`config.mk`:
```
export PLATFORM = sky130hd
export DESIGN_NAME = alu_top
export DESIGN_NICKNAME = d
export VERILOG_FILES = /design/src/hw/alu_ops_pkg.sv /design/src/hw/alu_types_pkg.sv /design/src/hw/alu_arith.sv /design/src/hw/alu_mul_logic.sv /design/src/hw/alu_op_decode.sv /design/src/hw/alu_result_stage.sv /design/src/hw/alu_top.sv
export SDC_FILE = /design/constraint.sdc
export NUM_CORES = 1
export LEC_CHECK = 0
export ABC_AREA = 1
export BUFFER_PORTS_ARGS = -buffer_cell sky130_fd_sc_hd__clkbuf_2
export CAP_MARGIN = 5
export CORE_ASPECT_RATIO = 2
export CORE_UTILIZATION = 55
export DETAILED_ROUTE_END_ITERATION = 6
export PLACE_DENSITY = 0.71
export SLEW_MARGIN = 0
export SYNTH_ARGS = -nofsm -noshare
export SYNTH_HDL_FRONTEND = slang
export SYNTH_SLANG_ARGS = --single-unit
```
`constraint.sdc`:
```
create_clock -name clk -period 1.1 [get_ports clk]
set_clock_uncertainty 0.2 [all_clocks]
set_input_delay 0.165 -clock clk [delete_from_list [all_inputs] [get_ports clk]]
set_output_delay 0.165 -clock clk [all_outputs]
set_load 0.005 [all_outputs]
```
`src/hw/alu_ops_pkg.sv`:
```
/*
 * ALU operation set
 * opcode map in the cpu numbering and the rule that folds the
 * carry consuming ops onto their plain forms when no carry is present
 */
`default_nettype none

package alu_ops_pkg;

    // all 32 slots keep a name so that illegal codes stay readable in waves
    typedef enum logic [4:0] {
        OP_ZERO                = 5'd0,
        OP_PASS_A              = 5'd1,
        OP_PASS_B              = 5'd2,
        OP_NEG_A               = 5'd3,
        OP_NEG_B               = 5'd4,
        OP_A_PLUS_1            = 5'd5,
        OP_B_PLUS_1            = 5'd6,
        OP_A_MINUS_1           = 5'd7,
        OP_B_MINUS_1           = 5'd8,
        OP_A_PLUS_B            = 5'd9,
        OP_A_MINUS_B           = 5'd10,
        OP_B_MINUS_A           = 5'd11,
        OP_A_MINUS_B_SIGNEDMAG = 5'd12,  // also switches gt/lt to a signed compare
        OP_A_PLUS_B_PLUS_C     = 5'd13,
        OP_A_MINUS_B_MINUS_C   = 5'd14,
        OP_B_MINUS_A_MINUS_C   = 5'd15,
        OP_A_TIMES_B_LO        = 5'd16,
        OP_A_TIMES_B_HI        = 5'd17,
        OP_A_DIV_B             = 5'd18,  // slots 18 to 24 have no datapath
        OP_A_MOD_B             = 5'd19,
        OP_A_SHL_B             = 5'd20,
        OP_A_SHR_B_L           = 5'd21,
        OP_A_SHR_B_A           = 5'd22,
        OP_A_ROL_B             = 5'd23,
        OP_A_ROR_B             = 5'd24,
        OP_A_AND_B             = 5'd25,
        OP_A_OR_B              = 5'd26,
        OP_A_XOR_B             = 5'd27,  // slots 27 to 31 have no datapath either
        OP_NOT_A               = 5'd28,
        OP_NOT_B               = 5'd29,
        OP_A_PLUS_B_BCD        = 5'd30,
        OP_A_MINUS_B_BCD       = 5'd31
    } alu_op_t;

    // with carry_in low the three carry ops behave exactly like the plain ones
    // so they collapse here and the datapath never sees them without a carry
    function automatic alu_op_t remap_carry_op(alu_op_t op, logic carry_in);
        if (carry_in) begin
            return op;  // carry present so the op keeps its +1 or -1
        end
        case (op)
            OP_A_PLUS_B_PLUS_C:   return OP_A_PLUS_B;
            OP_A_MINUS_B_MINUS_C: return OP_A_MINUS_B;
            OP_B_MINUS_A_MINUS_C: return OP_B_MINUS_A;
            default:              return op;
        endcase
    endfunction

endpackage : alu_ops_pkg

`default_nettype wire

```
`src/hw/alu_types_pkg.sv`:
```
/*
 * ALU datapath types
 * operand and result widths, the wide result that carries the carry bit,
 * the full multiplier product and the function unit select
 */
`default_nettype none

package alu_types_pkg;

    localparam int DATA_W = 8;            // operand and result byte
    localparam int WIDE_W = DATA_W + 1;   // byte plus carry or borrow on top
    localparam int PROD_W = 2 * DATA_W;   // unsigned multiplier product

    // one operand or one result byte
    typedef logic [DATA_W-1:0] data_t;

    // result byte with the carry out or borrow in its msb
    typedef logic [WIDE_W-1:0] wide_t;

    // full product of two bytes, split into lo and hi by the multiply ops
    typedef logic [PROD_W-1:0] product_t;

    // which function unit the result stage takes its value from
    // an illegal opcode selects no unit and forces a clear result
    typedef enum logic [1:0] {
        UNIT_ARITH     = 2'd0,  // adder based ops 3 to 15
        UNIT_MUL_LOGIC = 2'd1,  // multiply, and/or, pass and zero
        UNIT_ILLEGAL   = 2'd2   // opcode slot without an implementation
    } unit_sel_t;

endpackage : alu_types_pkg

`default_nettype wire

```
`src/hw/alu_arith.sv`:
```
/*
 * ALU arithmetic unit
 * one shared 9 bit adder covers negate, inc, dec, add and the subtracts
 * with operand swap, inversion of the right operand and a selected carry in
 */
`timescale 1ns/1ps
`default_nettype none

module alu_arith (
    input  wire  alu_types_pkg::data_t  a,
    input  wire  alu_types_pkg::data_t  b,
    input  wire  alu_ops_pkg::alu_op_t  op_eff,
    output alu_types_pkg::wide_t        arith_value,  // carry or borrow in bit 8
    output logic                        arith_ovf
);
    import alu_types_pkg::*;
    import alu_ops_pkg::*;

    data_t lhs;         // left adder operand after the swap
    data_t rhs;         // right operand before inversion
    data_t rhs_in;      // right operand as the adder sees it
    logic  sub_en;      // subtract by adding the inverted right operand
    logic  cin_sel;     // carry into bit 0
    logic  carry_kill;  // negate reports no carry at all
    logic  ovf_en;      // only the two operand add and subtract ops overflow
    wide_t sum;
    logic  carry;

    always_comb begin
        lhs        = '0;
        rhs        = '0;
        sub_en     = 1'b0;
        cin_sel    = 1'b0;
        carry_kill = 1'b0;
        ovf_en     = 1'b0;
        case (op_eff)
            OP_NEG_A:     begin rhs = a; sub_en = 1'b1; cin_sel = 1'b1; carry_kill = 1'b1; end
            OP_NEG_B:     begin rhs = b; sub_en = 1'b1; cin_sel = 1'b1; carry_kill = 1'b1; end
            OP_A_PLUS_1:  begin lhs = a; cin_sel = 1'b1; end                // a + 0 + 1
            OP_B_PLUS_1:  begin lhs = b; cin_sel = 1'b1; end
            OP_A_MINUS_1: begin lhs = a; rhs = 8'd1; sub_en = 1'b1; cin_sel = 1'b1; end
            OP_B_MINUS_1: begin lhs = b; rhs = 8'd1; sub_en = 1'b1; cin_sel = 1'b1; end
            OP_A_PLUS_B: begin
                lhs    = a;
                rhs    = b;
                ovf_en = 1'b1;
            end
            OP_A_MINUS_B, OP_A_MINUS_B_SIGNEDMAG: begin
                lhs     = a;
                rhs     = b;
                sub_en  = 1'b1;
                cin_sel = 1'b1;  // two's complement of b
                ovf_en  = 1'b1;
            end
            OP_B_MINUS_A: begin
                lhs     = b;     // swapped operands
                rhs     = a;
                sub_en  = 1'b1;
                cin_sel = 1'b1;
                ovf_en  = 1'b1;
            end
            OP_A_PLUS_B_PLUS_C: begin
                lhs     = a;
                rhs     = b;
                cin_sel = 1'b1;  // the extra 1 rides in on the carry
                ovf_en  = 1'b1;
            end
            OP_A_MINUS_B_MINUS_C: begin
                lhs    = a;
                rhs    = b;
                sub_en = 1'b1;   // a + ~b with no +1 gives a - b - 1
                ovf_en = 1'b1;
            end
            OP_B_MINUS_A_MINUS_C: begin
                lhs    = b;
                rhs    = a;
                sub_en = 1'b1;
                ovf_en = 1'b1;
            end
            default: ;           // not an adder op so the value is never selected
        endcase
    end

    assign rhs_in = sub_en ? ~rhs : rhs;
    assign sum    = wide_t'(lhs) + wide_t'(rhs_in) + wide_t'(cin_sel);

    // the adder carry out is the inverse of the borrow when subtracting
    assign carry = carry_kill ? 1'b0 : (sum[8] ^ sub_en);

    assign arith_value = {carry, sum[7:0]};

    // add overflows on equal signs, subtract on differing signs
    // and in both cases only when the result sign leaves the left sign
    assign arith_ovf = ovf_en
                     & ((lhs[7] == rhs[7]) ^ sub_en)
                     & (sum[7] != lhs[7]);

endmodule : alu_arith

`default_nettype wire

```
`src/hw/alu_mul_logic.sv`:
```
/*
 * ALU multiply and logic unit
 * one 8x8 product feeds both multiply ops, plus and/or, pass a, pass b and zero
 */
`timescale 1ns/1ps
`default_nettype none

module alu_mul_logic (
    input  wire  alu_types_pkg::data_t  a,
    input  wire  alu_types_pkg::data_t  b,
    input  wire  alu_ops_pkg::alu_op_t  op_eff,
    output alu_types_pkg::wide_t        ml_value   // carry in bit 8
);
    import alu_types_pkg::*;
    import alu_ops_pkg::*;

    product_t product;
    logic     hi_nonzero;  // lo byte alone does not hold the product

    assign product    = product_t'(a) * product_t'(b);
    assign hi_nonzero = |product[15:8];

    always_comb begin
        case (op_eff)
            OP_PASS_A:       ml_value = {1'b0, a};
            OP_PASS_B:       ml_value = {1'b0, b};
            OP_A_TIMES_B_LO: ml_value = {hi_nonzero, product[7:0]};
            OP_A_TIMES_B_HI: ml_value = {1'b0, product[15:8]};  // hi byte never carries
            OP_A_AND_B:      ml_value = {1'b0, a & b};
            OP_A_OR_B:       ml_value = {1'b0, a | b};
            default: begin
                // OP_ZERO lands here too, as does any op the decoder routed elsewhere
                ml_value = '0;
            end
        endcase
    end

endmodule : alu_mul_logic

`default_nettype wire

```
`src/hw/alu_op_decode.sv`:
```
/*
 * ALU operation decoder
 * applies the carry remap, picks the function unit for the effective op
 * and flags the signed magnitude compare
 */
`timescale 1ns/1ps
`default_nettype none

module alu_op_decode (
    input  wire  alu_ops_pkg::alu_op_t     alu_op,
    input  wire  logic                     carry_in,   // high means a carry is present
    output alu_ops_pkg::alu_op_t           op_eff,
    output alu_types_pkg::unit_sel_t       unit_sel,
    output logic                           signed_cmp
);
    import alu_ops_pkg::*;
    import alu_types_pkg::*;

    // ops 13 to 15 fall back to 9 to 11 when there is no carry to consume
    assign op_eff = remap_carry_op(alu_op, carry_in);

    // only the signed magnitude subtract compares the operands as signed bytes
    assign signed_cmp = (op_eff == OP_A_MINUS_B_SIGNEDMAG);

    always_comb begin
        case (op_eff)
            OP_NEG_A, OP_NEG_B,
            OP_A_PLUS_1, OP_B_PLUS_1, OP_A_MINUS_1, OP_B_MINUS_1,
            OP_A_PLUS_B, OP_A_MINUS_B, OP_B_MINUS_A, OP_A_MINUS_B_SIGNEDMAG,
            OP_A_PLUS_B_PLUS_C, OP_A_MINUS_B_MINUS_C, OP_B_MINUS_A_MINUS_C: begin
                unit_sel = UNIT_ARITH;  // everything that goes through the adder
            end
            OP_ZERO, OP_PASS_A, OP_PASS_B,
            OP_A_TIMES_B_LO, OP_A_TIMES_B_HI,
            OP_A_AND_B, OP_A_OR_B: begin
                unit_sel = UNIT_MUL_LOGIC;
            end
            default: begin
                // div, mod, shifts, rotates, xor, not and bcd have no hardware
                unit_sel = UNIT_ILLEGAL;
            end
        endcase
    end

endmodule : alu_op_decode

`default_nettype wire

```
`src/hw/alu_result_stage.sv`:
```
/*
 * ALU result stage
 * takes the selected unit value, derives every flag and registers it all
 * so the top level has exactly one cycle of latency
 */
`timescale 1ns/1ps
`default_nettype none

module alu_result_stage (
    input  wire  logic                      clk,
    input  wire  logic                      arst_n,
    input  wire  alu_types_pkg::data_t      a,
    input  wire  alu_types_pkg::data_t      b,
    input  wire  alu_types_pkg::unit_sel_t  unit_sel,
    input  wire  logic                      signed_cmp,   // op 12 compares signed
    input  wire  alu_types_pkg::wide_t      arith_value,
    input  wire  alu_types_pkg::wide_t      ml_value,
    input  wire  logic                      arith_ovf,
    output alu_types_pkg::data_t            result,
    output logic                            flag_c,
    output logic                            flag_z,
    output logic                            flag_n,
    output logic                            flag_o,
    output logic                            flag_gt,
    output logic                            flag_lt,
    output logic                            flag_eq,
    output logic                            flag_ne,
    output logic                            op_illegal
);
    import alu_types_pkg::*;

    wide_t sel_value;     // chosen unit value with its carry
    logic  sel_ovf;
    logic  illegal_next;
    logic  z_next;
    logic  gt_next;
    logic  lt_next;

    always_comb begin
        sel_value    = '0;    // illegal ops leave a clear value and carry
        sel_ovf      = 1'b0;
        illegal_next = 1'b0;
        case (unit_sel)
            UNIT_ARITH: begin
                sel_value = arith_value;
                sel_ovf   = arith_ovf;
            end
            UNIT_MUL_LOGIC: sel_value = ml_value;  // multiply and logic never overflow
            default:        illegal_next = 1'b1;
        endcase
    end

    // an illegal op reports no zero flag even though its result byte is 0
    assign z_next = ~illegal_next & (sel_value[7:0] == 8'h00);

    // compare flags follow the operands for every opcode, legal or not
    assign gt_next = signed_cmp ? ($signed(a) > $signed(b)) : (a > b);
    assign lt_next = signed_cmp ? ($signed(a) < $signed(b)) : (a < b);

    always_ff @(posedge clk or negedge arst_n) begin
        if (!arst_n) begin
            result     <= '0;
            flag_c     <= 1'b0;
            flag_z     <= 1'b0;
            flag_n     <= 1'b0;
            flag_o     <= 1'b0;
            flag_gt    <= 1'b0;
            flag_lt    <= 1'b0;
            flag_eq    <= 1'b0;   // eq and ne both low only while in reset
            flag_ne    <= 1'b0;
            op_illegal <= 1'b0;
        end else begin
            result     <= sel_value[7:0];
            flag_c     <= sel_value[8];   // borrow for the subtract ops
            flag_z     <= z_next;
            flag_n     <= sel_value[7];
            flag_o     <= sel_ovf;
            flag_gt    <= gt_next;
            flag_lt    <= lt_next;
            flag_eq    <= (a == b);
            flag_ne    <= (a != b);
            op_illegal <= illegal_next;
        end
    end

endmodule : alu_result_stage

`default_nettype wire

```
`src/hw/alu_top.sv`:
```
/*
 * ALU top level
 * decoder and the two combinational units feed a single registered result stage
 */
`timescale 1ns/1ps
`default_nettype none

module alu_top (
    input  wire  logic                  clk,
    input  wire  logic                  arst_n,
    input  wire  alu_types_pkg::data_t  a,
    input  wire  alu_types_pkg::data_t  b,
    input  wire  alu_ops_pkg::alu_op_t  alu_op,
    input  wire  logic                  carry_in,    // active high carry
    output alu_types_pkg::data_t        result,
    output logic                        flag_c,
    output logic                        flag_z,
    output logic                        flag_n,
    output logic                        flag_o,
    output logic                        flag_gt,
    output logic                        flag_lt,
    output logic                        flag_eq,
    output logic                        flag_ne,
    output logic                        op_illegal
);
    import alu_types_pkg::*;
    import alu_ops_pkg::*;

    alu_op_t   op_eff;        // opcode after the carry remap
    unit_sel_t unit_sel;
    logic      signed_cmp;
    wide_t     arith_value;
    logic      arith_ovf;
    wide_t     ml_value;

    alu_op_decode u_decode (
        .alu_op     (alu_op),
        .carry_in   (carry_in),
        .op_eff     (op_eff),
        .unit_sel   (unit_sel),
        .signed_cmp (signed_cmp)
    );

    alu_arith u_arith (
        .a           (a),
        .b           (b),
        .op_eff      (op_eff),
        .arith_value (arith_value),
        .arith_ovf   (arith_ovf)
    );

    alu_mul_logic u_mul_logic (
        .a        (a),
        .b        (b),
        .op_eff   (op_eff),
        .ml_value (ml_value)
    );

    // the only clocked block and the source of the single cycle of latency
    alu_result_stage u_result (
        .clk         (clk),
        .arst_n      (arst_n),
        .a           (a),
        .b           (b),
        .unit_sel    (unit_sel),
        .signed_cmp  (signed_cmp),
        .arith_value (arith_value),
        .ml_value    (ml_value),
        .arith_ovf   (arith_ovf),
        .result      (result),
        .flag_c      (flag_c),
        .flag_z      (flag_z),
        .flag_n      (flag_n),
        .flag_o      (flag_o),
        .flag_gt     (flag_gt),
        .flag_lt     (flag_lt),
        .flag_eq     (flag_eq),
        .flag_ne     (flag_ne),
        .op_illegal  (op_illegal)
    );

endmodule : alu_top

`default_nettype wire

```
==> results of run 1 <==
per-layer routing:
| metal | overflow | GRT usage |
|---|---|---|
| met5 | 0 | 0.0438 |
| met4 | 17 | 0.742 |
| met3 | 1 | 0.475 |
| met2 | 42 | 0.917 |
| met1 | 2 | 0.691 |
stage by stage:
stage	TNS [ns]	setup slack, ns	util	cell area (µm²)	instances
detailed placement	-40.11	-3.45	0.759	6520	1010
floorplan	-29.79	-2.83	-	5370	742
CTS	-34.22	-3.05	0.859	7370	1040
global placement	-39.17	-3.37	0.759	6520	1010
logic make-up after synthesis:
group,share of synthesized area
AOI/OAI and AO/OA,0.0682
buffers and inverters,0.169
and+or+nand+nor,0.319
DFF,0.0821
xor gates and xnor gates,0.0215
adders and majority gates,0.341
cells in the mapped netlist, types with 2 or more instances:
| library cell | instances | area [µm²] |
|---|---|---|
| a21oi_2 | 2 | 17.5 |
| or2_2 | 6 | 37.5 |
| clkinv_1 | 2 | 7.51 |
| clkbuf_1 | 15 | 56.3 |
| fa_1 | 38 | 761 |
| nor4_1 | 3 | 18.8 |
| o21ai_0 | 12 | 60.1 |
| nor2_1 | 42 | 158 |
| dfrtp_1 | 16 | 400 |
| nor2_2 | 2 | 12.5 |
| o22ai_1 | 13 | 81.3 |
| a21oi_1 | 20 | 100 |
| nor2_4 | 6 | 67.6 |
| nor3_1 | 3 | 15.0 |
| nand3b_1 | 5 | 37.5 |
| xor2_1 | 9 | 78.8 |
| nand2_2 | 5 | 31.3 |
| inv_2 | 4 | 15.0 |
| nand3_1 | 38 | 190 |
| nand2_4 | 7 | 78.8 |
| inv_1 | 187 | 702 |
| nand2_1 | 194 | 728 |
| buf_4 | 3 | 22.5 |
| nand4_1 | 18 | 113 |
| ha_1 | 72 | 901 |
| o21ai_1 | 2 | 10.0 |
| xnor2_1 | 3 | 26.3 |
timing repair:
action / 4_1_cts
buffers inserted: 26
pin swaps: 67
hold buffers: 1
gates resized for setup: 132
hold endpoints to repair: 16
endpoints found under the setup margin: 18
==> results_dict.tcl, run 1 <==
set metrics [dict create \
    die_x_um 68.6 \
    synthesis.area_mm2 0.00488 \
    worst_endpoint_kind "sequential cell input" \
    yosys_warnings 0 \
    synthesis.nets 876 \
    place.gp.congestion 0.957 \
    ctsRootBufferMaster "clkbuf_16" \
    die_y_um 135 \
    error "[ERROR GRT-0232] Routing congestion too high. Check the congestion heatmap in the GUI." \
    status "stopped before the end" \
    synthCells 742 \
    place_hpwl_um 14400 \
    htreeDepth 1 \
    ys_ff_latch 16 \
    portBuffers 40 \
    synth_edf_count 0 \
    num_io_pins 41 \
    cts.sinks 16 \
    track_usage 0.708 \
    crit_endpoint "u_result.flag_z$_DFF_PN0_/D" \
    async_flop_share 1.00 \
    cts_made_buffers 3 \
    core.rowCount 48 \
    grt.overflow.total 62 \
    grt_max_degree 17 \
    synth_flop_cell "dfrtp_1" \
    netlist-cell-type-count 42 \
    stop_stage "5_1_grt" \
    seq_area_frac_synth 0.0821 \
    initial_utilization 0.568 \
    clk_path_buf_depth 2 \
    avgSynthCellArea_um2 6.58 \
]
==> run 2: changes to the inputs <==
--- a/config.mk
+++ b/config.mk
@@ -8,10 +8,9 @@
 export ABC_AREA = 1
 export BUFFER_PORTS_ARGS = -buffer_cell sky130_fd_sc_hd__clkbuf_2
 export CAP_MARGIN = 5
-export CORE_ASPECT_RATIO = 2
-export CORE_UTILIZATION = 55
+export CORE_UTILIZATION = 40
 export DETAILED_ROUTE_END_ITERATION = 6
-export PLACE_DENSITY = 0.71
+export PLACE_DENSITY_LB_ADDON = 0.15
 export SLEW_MARGIN = 0
 export SYNTH_ARGS = -nofsm -noshare
 export SYNTH_HDL_FRONTEND = slang
==> results_dict.tcl, run 2 <==
set metrics [dict create \
    htreeDepth 1 \
    netlist-cell-type-count 42 \
    multi_input_area_mm2 0.00443 \
    die_area_mm2 0.0126 \
    ys_ff_latch 16 \
    synth_area_leaders "ha_1 18%, fa_1 16%, nand2_1 15%" \
    ir_worst_vdd_uv 948 \
    detail-route-antenna-nets 0 \
    worst_setup_path_end_kind "flop" \
    cts_tree "built" \
    die_y_um 112 \
    post-route-cell-area_mm2 0.00762 \
    antennaDiodeCount 0 \
    largest_reg_flops 7 \
    clkPwrFrac 0.080 \
    worstPathMaxFanout 5 \
    violations "negative setup slack" \
    crit_type "in -> reg" \
    portBuffers 40 \
    tightest_slew_ns 0.403 \
    final_common_cell "inv_1" \
    grt_pass1_wl_um 25600 \
    antenna_found_initial 0 \
    avgRoutedWirePerCell_um 15.1 \
    hold_path.class "in -> async" \
    post-route-min-period_ns 4.04 \
    status "finished, violations left" \
    ctsRootBufferMaster "clkbuf_16" \
    combPwrFrac 0.848 \
    avgSynthCellArea_um2 6.58 \
    startpoint_type "input pin" \
    synthesis.area_mm2 0.00488 \
    track_usage 0.252 \
    maxCapViolCount 0 \
    drtPass1Iterations 5 \
    vias_per_cell 4.94 \
    place_hpwl_um 13000 \
    synthTopCellsByCount "194 x nand2_1, 187 x inv_1, 72 x ha_1" \
    layout.nets 1065 \
    fillers 996 \
    clk_path_buf_depth 2 \
    whs_ns 0.192 \
    power_mw 9.68 \
    yosys_warnings 0 \
    synth_top_area_frac 0.185 \
    period_share 3.67 \
    pre_cts_ws_ns -3.37 \
    top_register "u_result.result" \
    most-common-layout-cells "148 x inv_1, 145 x nand2_1, 139 x buf_4, 52 x ha_1, 48 x nand2_2" \
    rsz0062_at_grt "true" \
    synth_edf_count 0 \
    vias 5301 \
    grt_pass1_vias 5488 \
    grt_max_degree 17 \
    sequentialPowerShare 0.072 \
    p_int_mw 4.98 \
    core.rowCount 39 \
    placed_cell_area_mm2 0.00655 \
    finalHoldViolCount 0 \
    drc 0 \
    die_x_um 112 \
    critPathRequiredTime_ns 1.07 \
    seq_area_um2 400 \
    worst_slack_ns -2.94 \
    seq_area_frac_synth 0.0821 \
    area_delta_synth_final_pct 56.2 \
    clk_pin_slew_ns 0.05 \
    clock.fmax_mhz 248 \
    relSlewSlack 0.731 \
    powerDensity_mw_per_mm2 1270 \
    drive_above_1_share 0.449 \
    synth_flop_cell "dfrtp_1" \
    place.gp.congestion 0.920 \
    final_util 0.653 \
    core_area_mm2 0.0117 \
    switchingPower_mw 4.70 \
    netSwitchingFraction 0.485 \
    power_leakage_nw 4.34 \
    yosysMostFrequentCell "nand2_1" \
    slew_viol_final 0 \
    setup_viol_count_final 17 \
    arrival_ns 4.01 \
    initial_utilization 0.418 \
    synthesis.nets 876 \
    synthCells 742 \
    drt_iter0_drc 300 \
    cts_made_buffers 3 \
    num_io_pins 41 \
    grt.overflow.total 0 \
    yosysTopAreaCell "ha_1" \
    async_flop_share 1.00 \
    cts.sinks 16 \
    routed_wirelength_um 16200 \
]
[run 2: layout make-up]
cell class	count	area share
clock buffers	4	0.0117
well taps	143	0.0235
flip-flops and latches	16	0.0525
multi-input cells	512	0.581
inverters	193	0.103
repair buffers	205	0.229
[run 2: repair_timing]
| item | CTS | global route |
|---|---|---|
| hold buffers | 1 | 0 |
| hold endpoints to repair | 16 | 0 |
| endpoints found under the setup margin | 18 | 23 |
| buffers inserted | 13 | 11 |
| pin swaps | 49 | 46 |
| gates resized for setup | 107 | 93 |
[run 2: worst max path at each step]
stage | startpoint | end
floorplan | a[5] | u_result.flag_c
global placement | a[3] | u_result.flag_z
detailed placement | a[3] | u_result.flag_z
CTS | b[2] | u_result.flag_z
global route | b[2] | u_result.flag_z
finish | a[5] | u_result.flag_z
[run 2: worst max-delay path, stage by stage]
cell and delay [ns]:
clkbuf_8 0.13, buf_4 0.15, nand2_1 0.06, inv_1 0.05, fa_1 0.49, fa_1 0.53
fa_1 0.50, ha_1 0.34, ha_1 0.36, nand2_1 0.11, a21oi_1 0.07, nor2_1 0.20
nand4_1 0.18, nand3_2 0.11, nand2_2 0.05, nand2_2 0.08, nand2_2 0.08, nor2_2 0.13
nand3_1 0.10, nor2_1 0.10
[run 2: metal layers]
metal | share of wire | GRT usage | up-vias
met4 | 0.022 | 0.0560 | 0
met3 | 0.034 | 0.0135 | 28
met2 | 0.48 | 0.432 | 139
met1 | 0.46 | 0.350 | 2506
met5 | 0 | 0 | -
li1 | - | - | 2628
[run 2: kinds of logic (layout without fill, tap and decap cells)]
logic type | after synthesis | in the layout | synth area share
adder cells (fa/ha/maj) | 110 | 110 | 0.341
flip-flops | 16 | 16 | 0.0821
XOR/XNOR | 12 | 12 | 0.0215
AND/OR/NAND/NOR | 334 | 334 | 0.319
buffers and inverters | 214 | 402 | 0.169
AO/OA/AOI/OAI | 56 | 56 | 0.0682
[run 2: stage by stage]
| stage | setup TNS [ns] | cells |
|---|---|---|
| after global routing | -35.08 | 1073 |
| after floorplan | -29.79 | 742 |
| after CTS | -32.76 | 1064 |
| after global placement | -39.21 | 1047 |
| after detailed placement | -39.57 | 1047 |
| final | -33.33 | 1073 |
[run 2: power groups by stage]
stage,clock network [mW],logic [mW],registers (mW)
final,0.773,8.21,0.697
after global routing,0.812,8.96,0.702
after CTS,0.781,7.31,0.699
after detailed placement,0,6.47,0.705
after global placement,0,6.42,0.701
after floorplan,0,4.25,0.713
Power figures use the tool's default switching activity.
==> run 3: changes to the inputs <==
==> constraint.sdc (replaced) <==
create_clock -name clk -period 4.8 [get_ports clk]
set_clock_uncertainty 0.2 [all_clocks]
set_input_delay 0.72 -clock clk [delete_from_list [all_inputs] [get_ports clk]]
set_output_delay 0.72 -clock clk [all_outputs]
set_load 0.005 [all_outputs]
==> results_dict.tcl, run 3 (same netlist as run 2, synthesis figures left out) <==
set metrics [dict create \
    drtPass1Iterations 4 \
    core.rowCount 39 \
    period_share 0.962 \
    crit_family "adder cells" \
    slew_viol_final 0 \
    powerDensity_mw_per_mm2 308 \
    crit_path_frequent_cell "nand2_1" \
    detail-route-antenna-nets 0 \
    cts_tree "built" \
    largest_reg_flops 7 \
    fillers 1165 \
    routed_wirelength_um 14100 \
    die_x_um 112 \
    cts_hold_buf 0 \
    ir_worst_vdd_uv 207 \
    tightest_slew_ns 0.640 \
    drt_iter0_drc 292 \
    status "completed" \
    crit_type "in -> reg" \
    grt.overflow.total 0 \
    die_y_um 112 \
    core_area_mm2 0.0117 \
    worstPathMaxFanout 8 \
    drc 0 \
    grt_max_degree 17 \
    maxCapViolCount 0 \
    layout.nets 958 \
    slowest_delay_ns 0.54 \
    vias 4741 \
    vias_per_cell 4.91 \
    top_register "u_result.result" \
    worst_setup_path_end_kind "flop" \
    grt_pass1_vias 4941 \
    power_leakage_nw 3.65 \
    drive_above_1_share 0.222 \
    cp_slowest_cell "fa_1" \
    grt_pass1_wl_um 23900 \
    antenna_found_initial 0 \
    place.gp.congestion 0.905 \
    die_area_mm2 0.0126 \
    worst_slack_ns 0.183 \
    area_delta_synth_final_pct 21.5 \
    cts_made_buffers 3 \
    rsz0062_at_grt "true" \
    crit_chain "buf_4 -> nand2_1 -> inv_1 -> fa_1 -> inv_1 -> fa_1 -> inv_1 -> fa_1 -> inv_1 -> fa_1 -> inv_2 -> ha_4 -> nand2_1 -> nand2_2 -> a21oi_1 -> nand2_1 -> xor2_1 -> nand2_1 -> nand3b_1 -> nand2_1 -> nand2_2 -> nor2_1 -> nand2_1 -> nor2_1" \
    num_io_pins 41 \
    htreeDepth 1 \
    clk_path_buf_depth 2 \
    path_buf_inv 6 \
    startpoint_type "input pin" \
    track_usage 0.238 \
    critPathRequiredTime_ns 4.74 \
    place_hpwl_um 12200 \
    pre_cts_ws_ns -0.334 \
    ctsRootBufferMaster "clkbuf_16" \
    setup_viol_count_final 0 \
    final_common_cell "inv_1" \
    post-route-min-period_ns 4.62 \
    relSlewSlack 0.572 \
    hold_path.class "in -> async" \
    clock.fmax_mhz 217 \
    finalHoldViolCount 0 \
    most-common-layout-cells "183 x inv_1, 179 x nand2_1, 62 x ha_1, 59 x buf_4, 37 x fa_1" \
    cts.sinks 16 \
    power_mw 1.82 \
    initial_utilization 0.418 \
    arrival_ns 4.56 \
    clk_pin_slew_ns 0.05 \
    antennaDiodeCount 0 \
    avgRoutedWirePerCell_um 14.6 \
    portBuffers 40 \
]
run 3: cell types whose count changed in the layout (fill, tap and decap cells not counted), moves of 9 or more:
cell,previous run,this run
buf_4,139,59
buf_6,20,2
ha_1,52,62
ha_4,18,9
inv_1,148,183
inv_2,31,8
nand2_1,145,179
nand2_2,48,17
nand3_1,15,33
nand3_2,20,5
run 3: routing by layer:
layer  up-vias  wire length, µm  track usage  share of wire
li1       2402                -            -              -
met1      2237             6540        0.314           0.46
met2        88             6950        0.432           0.49
met3        14              432       0.0173          0.031
met4         0              199       0.0347          0.014
met5         -                0            0              0
run 3: stage by stage:
stage	cells	TNS [ns]	hold slack, ns	util	instance area, µm²
after global placement	958	-1.69	0.449	0.477	5570
after global routing	966	-0.0366	0.231	0.508	5930
final	966	0	0.197	0.508	5930
after floorplan	742	0	0.224	-	4880
after detailed placement	958	-2.17	0.467	0.477	5570
after CTS	962	0	0.206	0.488	5690
run 3: cell type report:
class | instances | area (µm²) | area share
Inverter | 193 | 724 | 0.122
Timing Repair Buffer | 98 | 653 | 0.110
Sequential cell | 16 | 400 | 0.0675
Clock buffer | 4 | 88.8 | 0.0150
Multi-Input combinational cell | 512 | 3880 | 0.655
Tap cell | 143 | 179 | 0.0302
run 3: timing repair:
item / in CTS / in global routing
gates resized for setup: 7 / 60
pin swaps: 1 / 28
setup endpoints to repair: 2 / 10
buffers inserted: 0 / 4
run 3: worst max path at each step:
stage | cells past startpoint | endpoint | from
after floorplan | 22 | u_result.flag_z | b[5]
after global placement | 21 | u_result.flag_z | a[4]
after detailed placement | 21 | u_result.flag_z | a[4]
after CTS | 21 | u_result.flag_z | a[4]
after global routing | 26 | u_result.flag_z | a[3]
final | 24 | u_result.flag_z | a[3]
run 3: report_power, final:
group	leakage (nW)	total, mW	internal, mW	switching [mW]
registers	0.204	0.159	0.153	0.00610
logic	3.40	1.48	0.669	0.812
clock network	0.0442	0.184	0.127	0.0568
total	3.65	1.82	0.949	0.875
==> run 4: changes to the inputs <==
--- a/config.mk
+++ b/config.mk
@@ -5,7 +5,7 @@
 export SDC_FILE = /design/constraint.sdc
 export NUM_CORES = 1
 export LEC_CHECK = 0
-export ABC_AREA = 1
+export ABC_AREA = 0
 export BUFFER_PORTS_ARGS = -buffer_cell sky130_fd_sc_hd__clkbuf_2
 export CAP_MARGIN = 5
 export CORE_UTILIZATION = 40
==> results_dict.tcl, run 4 <==
set metrics [dict create \
    grt_pass1_vias 4433 \
    whs_ns 0.190 \
    antenna_found_initial 0 \
    clock.fmax_mhz 192 \
    yosysMostFrequentCell "inv_1" \
    netSwitchingFraction 0.468 \
    p_int_mw 1.05 \
    synth-xor-area-share 0.0470 \
    setup_viol_count_final 4 \
    yosysTopAreaCell "ha_1" \
    synthesis.nets 655 \
    cts_hold_buf 0 \
    powerDensity_mw_per_mm2 319 \
    combPwrFrac 0.873 \
    die_y_um 105 \
    drive_above_1_share 0.392 \
    critPathRequiredTime_ns 4.74 \
    core.rowCount 37 \
    synthSimpleGateAreaFrac 0.159 \
    final_common_cell "buf_4" \
    die_x_um 105 \
    startpoint_type "input pin" \
    tightest_slew_ns 0.896 \
    seq_area_frac_synth 0.0935 \
    synth_mux_area_frac 0.00701 \
    post-route-cell-area_mm2 0.00621 \
    synth_top_family_by_area "adder cells" \
    crit_type "in -> reg" \
    synthesis.area_mm2 0.00428 \
    layout.nets 829 \
    synthCells 521 \
    status "finished, violations left" \
    htreeDepth 1 \
    violations "negative setup slack" \
    place_hpwl_um 11400 \
    top_register "u_result.result" \
    num_io_pins 41 \
    drtPass1Iterations 4 \
    worst_setup_path_end_kind "flop" \
    drc 0 \
    placed_cell_area_mm2 0.00562 \
    sequentialPowerShare 0.079 \
    most-common-layout-cells "139 x buf_4, 65 x inv_1, 61 x ha_1, 55 x nor2_1, 34 x fa_1" \
    avgSynthCellArea_um2 8.22 \
    ctsRootBufferMaster "clkbuf_8" \
    rsz0062_at_grt "true" \
    die_area_mm2 0.0111 \
    clk_pin_slew_ns 0.06 \
    avgRoutedWirePerCell_um 16.6 \
    vias 4345 \
    grt.overflow.total 0 \
    track_usage 0.247 \
    largest_reg_flops 7 \
    power_leakage_nw 3.13 \
    netlist-cell-type-count 60 \
    relSlewSlack 0.401 \
    yosys_warnings 0 \
    antennaDiodeCount 0 \
    core_area_mm2 0.0104 \
    async_flop_share 1.00 \
    post-route-min-period_ns 5.21 \
    synth_edf_count 0 \
    hold_path.class "in -> async" \
    critPathLaunch "a[5]" \
    synth_area_leaders "ha_1 21%, fa_1 18%, dfrtp_1 9.3%" \
    tns_ns -1.04 \
    synth_top_area_frac 0.210 \
    ir_worst_vdd_uv 216 \
    vias_per_cell 5.24 \
    maxCapViolCount 0 \
    switchingPower_mw 0.926 \
    clk_path_buf_depth 2 \
    finalHoldViolCount 0 \
    synth_adder_area_share 0.388 \
    fillers 959 \
    cts_tree "built" \
    area_delta_synth_final_pct 45.1 \
    slew_viol_final 0 \
    initial_utilization 0.413 \
    detail-route-antenna-nets 0 \
    synth_flop_cell "dfrtp_1" \
    cts_made_buffers 3 \
    cts.sinks 16 \
    grt_pass1_wl_um 21800 \
    worst_slack_ns -0.409 \
    synthTopCellsByCount "79 x inv_1, 72 x ha_1, 71 x nor2_1" \
    worstPathMaxFanout 6 \
    period_share 1.09 \
    arrival_ns 5.15 \
    drt_iter0_drc 210 \
    synth-compound-area-share 0.212 \
    clkPwrFrac 0.048 \
    grt_max_degree 24 \
    portBuffers 40 \
    ys_ff_latch 16 \
    place.gp.congestion 0.879 \
    routed_wirelength_um 13800 \
]
==> run 4: cell count changes after synthesis, moves of 8 or more <==
cell	delta
clkbuf_1	-12
nand2_1	-170
nor2_1	+29
a21oi_1	+8
nand4_1	-16
nand3_1	-28
o22ai_1	-12
xnor2_1	+11
o21ai_0	+9
inv_1	-108
a22oi_1	+12
==> run 4: final cells by class <==
class	instances	area [µm²]	share of cell area
timing repair buffer	184	1380	0.223
tap	136	170	0.0274
inverter	83	358	0.0576
clock buffer	3	41.3	0.00664
multi-input combinational	407	3860	0.621
sequential	16	400	0.0644
==> run 4: power by group through the flow <==
| stage | Combinational, mW | Clock [mW] | Sequential [mW] |
|---|---|---|---|
| floorplan | 0.885 | 0 | 0.160 |
| global placement | 1.40 | 0 | 0.158 |
| detailed placement | 1.42 | 0 | 0.159 |
| CTS | 1.48 | 0.0982 | 0.157 |
| global route | 1.88 | 0.105 | 0.157 |
| finish | 1.73 | 0.0949 | 0.156 |
==> run 4: through the flow <==
step,power (mW),std cells,util,setup slack (ns)
6_report,1.98,829,0.599,-0.409
5_1_grt,2.14,829,0.599,-0.566
4_1_cts,1.73,815,0.567,-0.394
3_5_place_dp,1.58,803,0.542,-0.737
3_3_place_gp,1.56,803,0.542,-0.682
2_1_floorplan,1.05,521,-,-0.311
==> run 4: final timing paths <==
kind / endpoint / slack [ns] / cells past startpoint
min in group clk: u_result.flag_c / 0.77 / 4
hold / removal: u_result.flag_z / 0.19 / 1
setup / recovery: u_result.flag_z / -0.41 / 19
max in group asynchronous: u_result.result[4] / 3.93 / 1
==> run 4: critical path, stage by stage <==
cell        delay (ns)
clkbuf_16         0.13
clkinvlp_4        0.17
nor2_2            0.07
fa_1              0.48
inv_1             0.05
fa_1              0.49
inv_2             0.04
fa_1              0.53
inv_1             0.05
fa_1              0.49
inv_2             0.04
ha_4              0.30
o21ai_4           0.07
o21ai_2           0.14
mux2i_2           0.27
a21oi_1           0.10
o221a_1           0.24
or4_4             0.44
a2111oi_4         0.32
==> run 4: cells by family after synthesis <==
group | after synthesis
muxes | 3
buffers and inverters | 98
and+or+nand+nor | 144
AOI/OAI and AO/OA | 127
xor gates and xnor gates | 23
adders and majority gates | 110
DFF | 16
==> run 4: routing by layer <==
metal	track usage	up-vias	part of all wire
li1	-	2141	-
met1	0.327	2103	0.45
met2	0.438	83	0.50
met3	0.0229	18	0.035
met4	0.0536	0	0.023
met5	0	-	0
==> run 4: what timing repair did <==
item,CTS,global route
endpoints found under the hold margin,0,0
gates cloned,0,0
setup endpoints to repair,4,9
pin swaps,12,23
buffers inserted,9,16
resized for setup,33,52
